<file path="src/source/calcPkg.sv">
////////////////////////////////////////////////////////////
// Widths, word types and opcode encoding of the register
// calculator, imported by every RTL module of the design
////////////////////////////////////////////////////////////

package calcPkg;

  // Register and operand widths
  localparam int dataWidth = 16;
  localparam int byteWidth = 8;

  // Serial multiplier, one operand bit per cycle
  localparam int mulSteps     = 8;
  localparam int mulStepWidth = $clog2(mulSteps);

  // Full register value
  typedef logic [dataWidth-1:0] word_t;

  // Operand or output byte
  typedef logic [byteWidth-1:0] byte_t;

  // Byte selector
  //   0 = A low, 1 = A high, 2 = B low, 3 = B high
  typedef logic [1:0] regSel_t;

  ////////////////////////////////////////////////////////////
  // Command opcodes
  ////////////////////////////////////////////////////////////

  // Load  writes the operand byte into A or B
  // Add   B = B + extended operand
  // Sub   B = B - extended operand
  // Mul   B = low half of A * extended operand
  // Read  picks the byte shown on the output
  typedef enum logic [2:0] {
    opLoad = 3'd0,
    opAdd  = 3'd1,
    opSub  = 3'd2,
    opMul  = 3'd3,
    opRead = 3'd4
  } opcode_t;

endpackage

</file>
<file path="src/source/calcArith.sv">
////////////////////////////////////////////////////////////
// Single-cycle add and subtract on register B, with the
// overflow and negative flag registers
////////////////////////////////////////////////////////////

module calcArith (
  input  logic             CLK,
  input  logic             RST,
  input  logic             issueValid,
  input  calcPkg::opcode_t issueOp,
  input  logic             issueSigned,
  input  calcPkg::word_t   regB,
  input  calcPkg::word_t   extOperand,
  output logic             resultValid,
  output calcPkg::word_t   result,
  output logic             overflowFlag,
  output logic             negFlag
);
  import calcPkg::*;

  logic                 isSub;
  logic [dataWidth:0]   sum;
  logic                 carryOut;
  logic                 signedOvf;
  logic                 nextOvf;
  logic                 nextNeg;

  assign isSub = (issueOp == opSub);
  assign resultValid = issueValid && (issueOp == opAdd || isSub);

  // Extra bit holds the carry of an add or the borrow of a subtract
  assign sum = isSub ? ({1'b0, regB} - {1'b0, extOperand})
                     : ({1'b0, regB} + {1'b0, extOperand});
  assign result   = sum[dataWidth-1:0];
  assign carryOut = sum[dataWidth];

  // Two's-complement overflow
  // add: same input signs, result sign differs
  // sub: input signs differ, result sign differs from B
  assign signedOvf = (isSub ? (regB[dataWidth-1] != extOperand[dataWidth-1])
                            : (regB[dataWidth-1] == extOperand[dataWidth-1]))
                     && (result[dataWidth-1] != regB[dataWidth-1]);

  always_comb
  begin
    if (issueSigned)
    begin
      nextOvf = signedOvf;
      nextNeg = result[dataWidth-1];
    end
    else
    begin
      // Unsigned: carry flags an add, borrow flags a subtract
      nextOvf = carryOut && !isSub;
      nextNeg = carryOut && isSub;
    end
  end

  ////////////////////////////////////////////////////////////
  // Flag registers, touched only by Add and Sub

  always_ff @(posedge CLK or negedge RST)
  begin
    if (!RST)
    begin
      overflowFlag <= 1'b0;
      negFlag      <= 1'b0;
    end
    else if (resultValid)
    begin
      overflowFlag <= nextOvf;
      negFlag      <= nextNeg;
    end
  end

endmodule

</file>
<file path="src/source/calcDecode.sv">
////////////////////////////////////////////////////////////
// Command decode stage: samples one command per strobe,
// drops it while busy and issues it for one cycle
////////////////////////////////////////////////////////////

module calcDecode (
  input  logic            CLK,
  input  logic            RST,
  input  logic            cmdValid,
  input  calcPkg::opcode_t opcode,
  input  calcPkg::regSel_t regSel,
  input  logic            signedMode,
  input  calcPkg::byte_t   operand,
  input  logic            busy,
  output logic            issueValid,
  output calcPkg::opcode_t issueOp,
  output calcPkg::regSel_t issueSel,
  output logic            issueSigned,
  output calcPkg::byte_t   issueOperand,
  output calcPkg::word_t   extOperand
);
  import calcPkg::*;

  logic accept;

  // No back-pressure, a command during busy is lost
  assign accept = cmdValid && !busy;

  always_ff @(posedge CLK or negedge RST)
  begin
    if (!RST)
    begin
      issueValid <= 1'b0;
    end
    else
    begin
      issueValid <= accept;
    end
  end

  // Command fields, held until the next accepted command
  always_ff @(posedge CLK)
  begin
    if (accept)
    begin
      issueOp      <= opcode;
      issueSel     <= regSel;
      issueSigned  <= signedMode;
      issueOperand <= operand;
    end
  end

  // Sign or zero extension of the operand byte
  assign extOperand = {{(dataWidth - byteWidth){issueSigned & issueOperand[byteWidth-1]}},
                       issueOperand};

  // Busy feedback from the top must block back-to-back issues
  assert property (@(posedge CLK) disable iff (!RST)
    issueValid |=> !issueValid);

endmodule

</file>
<file path="src/source/calcMultiplier.sv">
////////////////////////////////////////////////////////////
// Serial shift-add multiplier, one operand bit per cycle;
// leaves the low half of A times the extended operand
////////////////////////////////////////////////////////////

module calcMultiplier (
  input  logic             CLK,
  input  logic             RST,
  input  logic             issueValid,
  input  calcPkg::opcode_t issueOp,
  input  logic             issueSigned,
  input  calcPkg::word_t   regA,
  input  calcPkg::byte_t   issueOperand,
  output logic             resultValid,
  output calcPkg::word_t   result,
  output logic             running
);
  import calcPkg::*;

  typedef enum logic {
    mulIdle,
    mulRun
  } mulState_t;

  mulState_t               state;
  logic [mulStepWidth-1:0] stepCount;
  logic                    lastStep;
  logic                    start;
  word_t                   mcand;
  byte_t                   multiplier;
  logic                    runSigned;
  word_t                   partial;

  assign start    = issueValid && (issueOp == opMul) && (state == mulIdle);
  assign lastStep = (stepCount == mulStepWidth'(mulSteps - 1));
  assign running  = (state == mulRun);

  // A shifted to the weight of the current operand bit
  assign partial = multiplier[stepCount] ? (mcand << stepCount) : '0;

  ////////////////////////////////////////////////////////////
  // Control: idle/run FSM and step counter

  always_ff @(posedge CLK or negedge RST)
  begin
    if (!RST)
    begin
      state       <= mulIdle;
      stepCount   <= '0;
      resultValid <= 1'b0;
    end
    else
    begin
      resultValid <= 1'b0;
      case (state)
        mulIdle:
        begin
          if (start)
          begin
            // Bit 0 is handled on the start edge itself
            state     <= mulRun;
            stepCount <= mulStepWidth'(1);
          end
        end
        mulRun:
        begin
          stepCount <= stepCount + 1'b1;
          if (lastStep)
          begin
            state       <= mulIdle;
            resultValid <= 1'b1;
          end
        end
        default: state <= mulIdle;
      endcase
    end
  end

  // Datapath: accumulator and latched operands
  always_ff @(posedge CLK)
  begin
    if (start)
    begin
      mcand      <= regA;
      multiplier <= issueOperand;
      runSigned  <= issueSigned;
      result     <= issueOperand[0] ? regA : '0;
    end
    else if (running)
    begin
      // Bit 7 carries weight -128 when signed
      if (lastStep && runSigned)
        result <= result - partial;
      else
        result <= result + partial;
    end
  end

  // The top must hold off every command until the product is back
  assert property (@(posedge CLK) disable iff (!RST)
    (issueValid && issueOp == opMul) |-> !running);

endmodule

</file>
<file path="src/source/calcRegisterFile.sv">
////////////////////////////////////////////////////////////
// Registers A and B with byte loads, write-back of results
// and the read select that drives the output byte
////////////////////////////////////////////////////////////

module calcRegisterFile (
  input  logic             CLK,
  input  logic             RST,
  input  logic             issueValid,
  input  calcPkg::opcode_t issueOp,
  input  calcPkg::regSel_t issueSel,
  input  calcPkg::byte_t   issueOperand,
  input  logic             arithValid,
  input  calcPkg::word_t   arithResult,
  input  logic             mulValid,
  input  calcPkg::word_t   mulResult,
  output calcPkg::word_t   regA,
  output calcPkg::word_t   regB,
  output calcPkg::byte_t   dataOut
);
  import calcPkg::*;

  regSel_t readSel;
  logic    loadStrobe;

  assign loadStrobe = issueValid && (issueOp == opLoad);

  ////////////////////////////////////////////////////////////
  // Register updates

  always_ff @(posedge CLK or negedge RST)
  begin
    if (!RST)
    begin
      regA    <= '0;
      regB    <= '0;
      readSel <= '0;
    end
    else
    begin
      if (loadStrobe)
      begin
        case (issueSel)
          2'd0: regA[byteWidth-1:0]         <= issueOperand;
          2'd1: regA[dataWidth-1:byteWidth] <= issueOperand;
          2'd2: regB[byteWidth-1:0]         <= issueOperand;
          default: regB[dataWidth-1:byteWidth] <= issueOperand;
        endcase
      end
      // Results always land in B
      if (arithValid)
        regB <= arithResult;
      else if (mulValid)
        regB <= mulResult;
      if (issueValid && issueOp == opRead)
        readSel <= issueSel;
    end
  end

  // Output byte mux
  always_comb
  begin
    case (readSel)
      2'd0: dataOut = regA[byteWidth-1:0];
      2'd1: dataOut = regA[dataWidth-1:byteWidth];
      2'd2: dataOut = regB[byteWidth-1:0];
      default: dataOut = regB[dataWidth-1:byteWidth];
    endcase
  end

  // Only one execute unit may return a result per cycle
  assert property (@(posedge CLK) disable iff (!RST)
    !(arithValid && mulValid));

endmodule

</file>
<file path="src/source/calcTop.sv">
////////////////////////////////////////////////////////////
// Calculator top: decode, execute and write-back stages,
// plus the busy and done status seen by the host
////////////////////////////////////////////////////////////

module calcTop (
  input  logic             CLK,
  input  logic             RST,
  input  logic             cmdValid,
  input  calcPkg::opcode_t opcode,
  input  calcPkg::regSel_t regSel,
  input  logic             signedMode,
  input  calcPkg::byte_t   operand,
  output calcPkg::byte_t   dataOut,
  output logic             overflowFlag,
  output logic             negFlag,
  output logic             busy,
  output logic             done
);
  import calcPkg::*;

  logic     issueValid;
  opcode_t  issueOp;
  regSel_t  issueSel;
  logic     issueSigned;
  byte_t    issueOperand;
  word_t    extOperand;
  logic     arithValid;
  word_t    arithResult;
  logic     mulValid;
  word_t    mulResult;
  logic     running;
  word_t    regA;
  word_t    regB;
  logic     busyHold;
  logic     quickOp;

  ////////////////////////////////////////////////////////////
  // Stages

  calcDecode decode (
    .CLK          (CLK),
    .RST          (RST),
    .cmdValid     (cmdValid),
    .opcode       (opcode),
    .regSel       (regSel),
    .signedMode   (signedMode),
    .operand      (operand),
    .busy         (busy),
    .issueValid   (issueValid),
    .issueOp      (issueOp),
    .issueSel     (issueSel),
    .issueSigned  (issueSigned),
    .issueOperand (issueOperand),
    .extOperand   (extOperand)
  );

  calcArith arith (
    .CLK          (CLK),
    .RST          (RST),
    .issueValid   (issueValid),
    .issueOp      (issueOp),
    .issueSigned  (issueSigned),
    .regB         (regB),
    .extOperand   (extOperand),
    .resultValid  (arithValid),
    .result       (arithResult),
    .overflowFlag (overflowFlag),
    .negFlag      (negFlag)
  );

  calcMultiplier multiplier (
    .CLK          (CLK),
    .RST          (RST),
    .issueValid   (issueValid),
    .issueOp      (issueOp),
    .issueSigned  (issueSigned),
    .regA         (regA),
    .issueOperand (issueOperand),
    .resultValid  (mulValid),
    .result       (mulResult),
    .running      (running)
  );

  calcRegisterFile regFile (
    .CLK          (CLK),
    .RST          (RST),
    .issueValid   (issueValid),
    .issueOp      (issueOp),
    .issueSel     (issueSel),
    .issueOperand (issueOperand),
    .arithValid   (arithValid),
    .arithResult  (arithResult),
    .mulValid     (mulValid),
    .mulResult    (mulResult),
    .regA         (regA),
    .regB         (regB),
    .dataOut      (dataOut)
  );

  ////////////////////////////////////////////////////////////
  // Status

  // Load and Read finish in the issue cycle, like Add and Sub
  assign quickOp = issueValid && (issueOp == opLoad || issueOp == opRead);

  // Busy covers issue, the whole multiply and the done cycle
  assign busy = issueValid || busyHold;

  always_ff @(posedge CLK or negedge RST)
  begin
    if (!RST)
    begin
      busyHold <= 1'b0;
      done     <= 1'b0;
    end
    else
    begin
      busyHold <= issueValid || running || mulValid;
      // One cycle after the register write
      done     <= quickOp || arithValid || mulValid;
    end
  end

endmodule

</file>
<file path="config.mk">
export PLATFORM = sky130hd
export DESIGN_NAME = calcTop
export DESIGN_NICKNAME = d
export VERILOG_FILES = /design/src/source/calcPkg.sv /design/src/source/calcArith.sv /design/src/source/calcDecode.sv /design/src/source/calcMultiplier.sv /design/src/source/calcRegisterFile.sv /design/src/source/calcTop.sv
export SDC_FILE = /design/constraint.sdc
export NUM_CORES = 1
export LEC_CHECK = 0
export ABC_AREA = 1
export BUFFER_PORTS_ARGS = -buffer_cell sky130_fd_sc_hd__buf_2
export CAP_MARGIN = 40
export CELL_PAD_IN_SITES_DETAIL_PLACEMENT = 0
export CELL_PAD_IN_SITES_GLOBAL_PLACEMENT = 1
export CORE_MARGIN = 4
export CORE_UTILIZATION = 47
export CTS_CLUSTER_DIAMETER = 200
export DETAILED_ROUTE_END_ITERATION = 10
export GPL_ROUTABILITY_DRIVEN = 0
export HOLD_SLACK_MARGIN = 0.15
export PLACE_DENSITY_LB_ADDON = 0.1
export SLEW_MARGIN = 20
export SYNTH_ARGS = -nofsm -noshare
export SYNTH_HDL_FRONTEND = slang
export SYNTH_SLANG_ARGS = --single-unit
</file>
<file path="constraint.sdc">
create_clock -name CLK -period 3.6 [get_ports CLK]
set_input_delay 0.72 -clock CLK [delete_from_list [all_inputs] [get_ports CLK]]
set_output_delay 0.72 -clock CLK [all_outputs]
set_load 0.02 [all_outputs]
</file>
# Word-level counts from Yosys, hierarchy flattened
# Index checks and enable logic that the tools add are counted.
[op_classes] add_sub_neg=5 magnitude_cmp=1 n_eq_ne=14 n_shift=1 muxes=24 bitwise=2 n_reduce_logical=31
[op_table] op="2-to-1 mux 16 bit" n=8
[op_table] op="one-hot mux 8 bit (3 select lines)" n=1
[op_table] op="adder 16 x 16 -> 17 bit" n=1
[op_table] op="2-to-1 mux 17 bit" n=1
[op_table] op="subtractor 16 x 16 -> 17 bit" n=1
[op_table] op="adder 16 bit" n=1
[op_table] op="2-to-1 mux 8 bit" n=2
[op_table] op="<< shifter 16 x 3 -> 16 bit" n=1
[op_table] op="subtractor 16 bit" n=1
[op_table] op="logical AND 1 bit" n=11
[op_table] op="2-to-1 mux 1 bit" n=8
[op_table] op="AND reduction 2 bit" n=4
[op_table] op="logical OR 1 bit" n=7
[op_table] op="equality test 3 x 2 -> 1 bit (second input constant)" n=2
[op_table] op="equality test 3 bit (second input constant)" n=2
[op_table] op="one-hot mux 3 bit (2 select lines)" n=1
[op_table] op="nonzero test 3 bit" n=2
[op_table] op="equality test 2 x 1 -> 1 bit (second input constant)" n=2
[op_table] op="equality test 2 bit (second input constant)" n=2
[op_table] op="logical NOT 2 bit" n=2
[op_table] op="less-than comparator 3 x 4 -> 1 bit (second input constant)" n=1
[op_table] op="adder 3 x 1 -> 3 bit (second input constant)" n=1
[op_table] op="binary-select mux 1 bit (select 3 bit)" n=1
[op_table] op="equality test 3 x 1 -> 1 bit (second input constant)" n=1
[op_table] op="other kinds (12)" n=14
[word_totals] ff_bits=99 input_bits=17 output_inout_bits=12 word_cells=99

# Longest topological paths before layout
[depth] depth_word=7 depth_mapped=25 depth_no_buf=23

# By module
# A second synthesis with hierarchy kept.
[hier_totals] cells_unflattened=1014 hier_area_um2=7633.6
[by_module_without_submodules] module="calcMultiplier" n_inst=1 cells_per_inst=434 area_per_inst_um2=3493.4 seq_area_each_um2=1356.3
[by_module_without_submodules] module="calcRegisterFile" n_inst=1 cells_per_inst=295 area_per_inst_um2=2074.5 seq_area_each_um2=850.8
[by_module_without_submodules] module="calcArith" n_inst=1 cells_per_inst=241 area_per_inst_um2=1407.6 seq_area_each_um2=50.0
[by_module_without_submodules] module="calcDecode" n_inst=1 cells_per_inst=34 area_per_inst_um2=575.6 seq_area_each_um2=445.4
[by_module_without_submodules] module="calcTop" n_inst=1 cells_per_inst=10 area_per_inst_um2=82.6 seq_area_each_um2=50.0

# Least setup slack after synthesis
# No wires, ideal clock.
[synth_timing] kind="register to register" from="reg multiplier.stepCount[1]" to="reg multiplier.result[13], data pin" setup_ns=0.260 arrival_ns=2.972 required_time_ns=3.340 path_slack_ns=0.368 path_stages_with_launch=20 synth_period_minus_slack_ns=3.232 cell_sequence="dfrtp_1 > buf_4 > inv_2 > buf_2 > nand3_1 > nand3_1 > nand2_1 > nand2_2 > nand2_1 > o31ai_1 > xor2_1 > inv_1 > ha_1 > a21oi_1 > o21a_1 > nand3_1 > a31o_2 > or2_2 > nand3_1 > o21ai_0"
[synth_via] elab_chain_len=7 elab_cells_between_ends=11
[synth_lines] item="from (decl)" line="calcMultiplier.sv:26" source="logic [mulStepWidth-1:0] stepCount;"
[synth_lines] item="from (signal assigned)" line="calcMultiplier.sv:62" source="stepCount <= mulStepWidth'(1);"
[synth_lines] item="from (signal assigned)" line="calcMultiplier.sv:67" source="stepCount <= stepCount + 1'b1;"
[synth_lines] item="binary-select mux 1 bit (select 3 bit)" line="calcMultiplier.sv:39" source="assign partial = multiplier[stepCount] ? (mcand << stepCount) : '0;"
[synth_lines] item="2-to-1 mux 1 bit (not written as such)" line="calcMultiplier.sv:39"
[synth_lines] item="2-to-1 mux 16 bit" line="calcMultiplier.sv:39"
[synth_lines] item="adder 16 bit / subtractor 16 bit (equally long branches)" line="calcMultiplier.sv:95, calcMultiplier.sv:93"
[synth_lines] item="2-to-1 mux 16 bit *" line="calcMultiplier.sv:92" source="if (lastStep && runSigned)"
[synth_lines] item="2-to-1 mux 16 bit *" line="calcMultiplier.sv:89" source="else if (running)"
[synth_lines] item="2-to-1 mux 16 bit *" line="calcMultiplier.sv:82" source="if (start)"
[synth_lines] item="to (signal assigned)" line="calcMultiplier.sv:87" source="result <= issueOperand[0] ? regA : '0;"
[synth_lines] item="to (signal assigned)" line="calcMultiplier.sv:93" source="result <= result - partial;"
[synth_lines] item="to (signal assigned)" line="calcMultiplier.sv:95" source="result <= result + partial;"
[synth_lines] item="to (decl)" line="calcMultiplier.sv:15" source="output calcPkg::word_t result,"
# Every way passes the cells marked *; elsewhere a longest branch is shown, timed or not. The select of a mux whose other input is x is not followed.
# A chain may end at the register's enable or synchronous reset.

# Final worst setup path
[layout_timing] from="reg multiplier.stepCount[0]" to="reg multiplier.result[13], data pin"
# Same word-level chain as after synthesis.

==> impl_metrics.env <==
export IMPL_grt_pass1_vias=6331
export IMPL_root_buffer="clkbuf_16"
export IMPL_cts_buffers=9
export IMPL_report_final_slew_viol_count=0
export IMPL_post_drt_wl_per_cell_um=17.83
export IMPL_post_synth_top_area_cell="edfxtp_1"
export IMPL_cts_buffer_depth=2
export IMPL_worst_pin_slew_ns=0.7764
export IMPL_fmax_mhz=294.4
export IMPL_ys_flop_type="edfxtp_1"
export IMPL_dieHeight_um=129.3
export IMPL_routed_wirelength_mm=20.41
export IMPL_syn_inst=909
export IMPL_grt_max_degree=32
export IMPL_rrSetupSlack_ns=0.20
export IMPL_arrival_ns=3.50
export IMPL_nFillCells=1414
export IMPL_area_growth_pct=15.58
export IMPL_yosys_cell_types_count=49
export IMPL_setup_viol=0
export IMPL_slowest_stage="dfrtp_2"
export IMPL_fin_crit_sh=0.9436
export IMPL_drive_gt1_frac=0.1550
export IMPL_first_pass_iters=5
export IMPL_synth_area_per_cell_um2=7.609
export IMPL_min_path_type="primary input to asynchronous set/reset pin"
export IMPL_maxCapViolCount=0
export IMPL_core_area_um2=14480
export IMPL_drcViolationCount=0
export IMPL_die_area_um2=16720
export IMPL_die_x_um=129.3
export IMPL_vias=6400
export IMPL_synth_edf_count=55
export IMPL_grt_pass1_wl_mm=33.00
export IMPL_yosysSeqAreaShare=0.3980
export IMPL_drt_iter0_drc=390
export IMPL_rows=44
export IMPL_synth_top_area_share=0.2388
export IMPL_ys_ff_latch=99
export IMPL_track_usage=0.2550
export IMPL_reg2reg_depth=17
export IMPL_start_kind="flip-flop"
export IMPL_finalHoldViolCount=0
export IMPL_clk_pin_slew_ns=0.08
export IMPL_run_status="complete, no violations"
export IMPL_crit_path_max_fanout=18
export IMPL_crit_type="flip-flop to flip-flop"
export IMPL_dp_hpwl_mm=15.79
export IMPL_rr_endpoint="multiplier.result[13]"
export IMPL_clock_latency_ns=0.35
export IMPL_ys_warn_count=0
export IMPL_cp_required_ns=3.71
export IMPL_crit_buf_inv=3
export IMPL_worst_clock_skew_ns=0.006855
export IMPL_initial_utilization=0.4777
export IMPL_path_delay_family="simple AND/OR/NAND/NOR gates"
export IMPL_antenna_found_initial=0
export IMPL_max_slew_margin=0.4805
export IMPL_cts_tree="yes"
export IMPL_grt_ovfl_total=0
export IMPL_nNetsFinal=1011
export IMPL_holdWs_ns=0.3930
export IMPL_reg2reg_from="multiplier.stepCount[0]"
export IMPL_ctsHtreeMaxLevel=3
export IMPL_crit_top_cell="ha_1"
export IMPL_cpPeakStageDelay_ns=0.46
export IMPL_vias_per_cell=5.590
export IMPL_syn_nets=964
export IMPL_port_buffers=28
export IMPL_top_level_ports=29
export IMPL_synth_area_um2=6917
export IMPL_crit_path_end_kind="flip-flop"
export IMPL_async_flop_share=0.4444
export IMPL_diodes=0
export IMPL_cts_hold_repair_buffers=0
export IMPL_synthTopCellsByArea="edfxtp_1 (24%), dfrtp_1 (16%), nand2_1 (14%), nand3_1 (6.6%), ha_1 (6.5%)"
export IMPL_cts_sinks=99
export IMPL_fin_crit_ns=3.397
export IMPL_cp_cell_sequence="buf_12 > ha_1 > ha_1 > nand2_1 > inv_1 > nor2_1 > xnor2_1 > inv_1 > ha_1 > a21oi_1 > nand2_2 > nand3_1 > nand3_2 > a31o_2 > or2_2 > nand3_1 > o21ai_0"
export IMPL_ant_nets=0
## cells by family (layout without fill, tap and decap cells)
family,count (synthesis),count (layout),share of synthesized area
AND/OR/NAND/NOR,435,435,0.2719
adder cells (fa/ha/maj),38,38,0.07091
AO/OA/AOI/OAI,170,170,0.1420
flip-flops,99,99,0.3980
buffers and inverters,139,191,0.08176
XOR/XNOR,28,28,0.03546
## worst reg2reg max path: stages (launching register included)
cell     delay, ns
dfrtp_2       0.46
buf_12        0.17
ha_1          0.19
ha_1          0.21
nand2_1       0.16
inv_1         0.13
nor2_1        0.14
xnor2_1       0.13
inv_1         0.06
ha_1          0.33
a21oi_1       0.19
nand2_2       0.11
nand3_1       0.10
nand3_2       0.11
a31o_2        0.23
or2_2         0.27
nand3_1       0.09
o21ai_0       0.09
## per-stage QoR
stage / worst slack (ns) / utilization / cells / setup TNS (ns) / cell area, um^2
after floorplan: 0.3680 / - / 909 / 0 / 6917
after global placement: -0.1897 / 0.5071 / 1121 / -0.5320 / 7342
after detailed placement: -0.2660 / 0.5079 / 1122 / -0.7483 / 7353
after CTS: 0.03896 / 0.5286 / 1138 / 0 / 7654
after global routing: -0.02794 / 0.5521 / 1145 / -0.05001 / 7994
final: 0.2032 / 0.5521 / 1145 / 0 / 7994
## how the worst max path moves through the flow
stage	start	end	slack, ns	depth (start not counted)
6_report	multiplier.stepCount[0]	multiplier.result[13]	0.20	17
5_1_grt	multiplier.stepCount[0]	multiplier.result[9]	-0.03	19
4_1_cts	decode.issueOperand[0]	regFile.regB[15]	0.04	19
3_5_place_dp	decode.issueOperand[0]	regFile.regB[15]	-0.27	19
3_3_place_gp	decode.issueOperand[0]	regFile.regB[15]	-0.19	19
2_1_floorplan	multiplier.stepCount[1]	multiplier.result[13]	0.37	19
## state kept, by name (all words and copies together) (netlist names), 2 cells and up
name / cells
decode.issueOp: 3
multiplier.multiplier: 8
decode.issueOperand: 8
regFile.regB: 16
regFile.regA: 16
decode.issueSel: 2
regFile.readSel: 2
multiplier.mcand: 16
multiplier.stepCount: 3
multiplier.result: 16
## area by class of cell
| class | count | area [um^2] | area share |
|---|---|---|---|
| clock buffer | 9 | 225.2 | 0.02817 |
| clock inverter | 7 | 58.81 | 0.007356 |
| inverter | 116 | 437.9 | 0.05478 |
| multi-input combinational | 671 | 3879 | 0.4852 |
| sequential | 99 | 2755 | 0.3447 |
| tap | 184 | 230.2 | 0.02880 |
| timing repair buffer | 59 | 407.9 | 0.05103 |
## layer usage
metal,up-vias,track usage,wire length (um)
li1,3135,-,-
met2,214,0.4235,9597
met4,0,0.09944,725
met1,3002,0.3446,9024
met3,49,0.02638,1066
met5,-,0,0
## timing repair
action / in CTS / in global routing
gates resized for setup: 3 / 65
pin swaps: 0 / 18
endpoints found under the setup margin: 4 / 12
setup buffers: 0 / 7
## synth_stat cells, types with 10 or more instances
cell,number
ha_1,36
nor2_1,48
o21ai_0,70
inv_1,111
xor2_1,22
nor3_1,11
edfxtp_1,55
dfrtp_1,44
nand2_1,251
or2_2,10
nand3_1,91
a21oi_1,41
## cells in the final DEF, fill, tap and decap left out, drive strengths merged, types with 4 or more instances in the layout
cell type  count
nand4          4
o21bai         4
xnor2          6
nand2        262
edfxtp        55
xor2          22
dfrtp         44
nor2          50
o311ai         4
nand3         94
o22ai          8
clkbuf         9
buf           59
o211ai         6
nor3          11
inv          119
ha            36
a21oi         41
o21ai         78
a31oi          9
or2           11
Power is not shown: default switching activity piles up to over one toggle a cycle in this logic, so the estimate is an artifact.
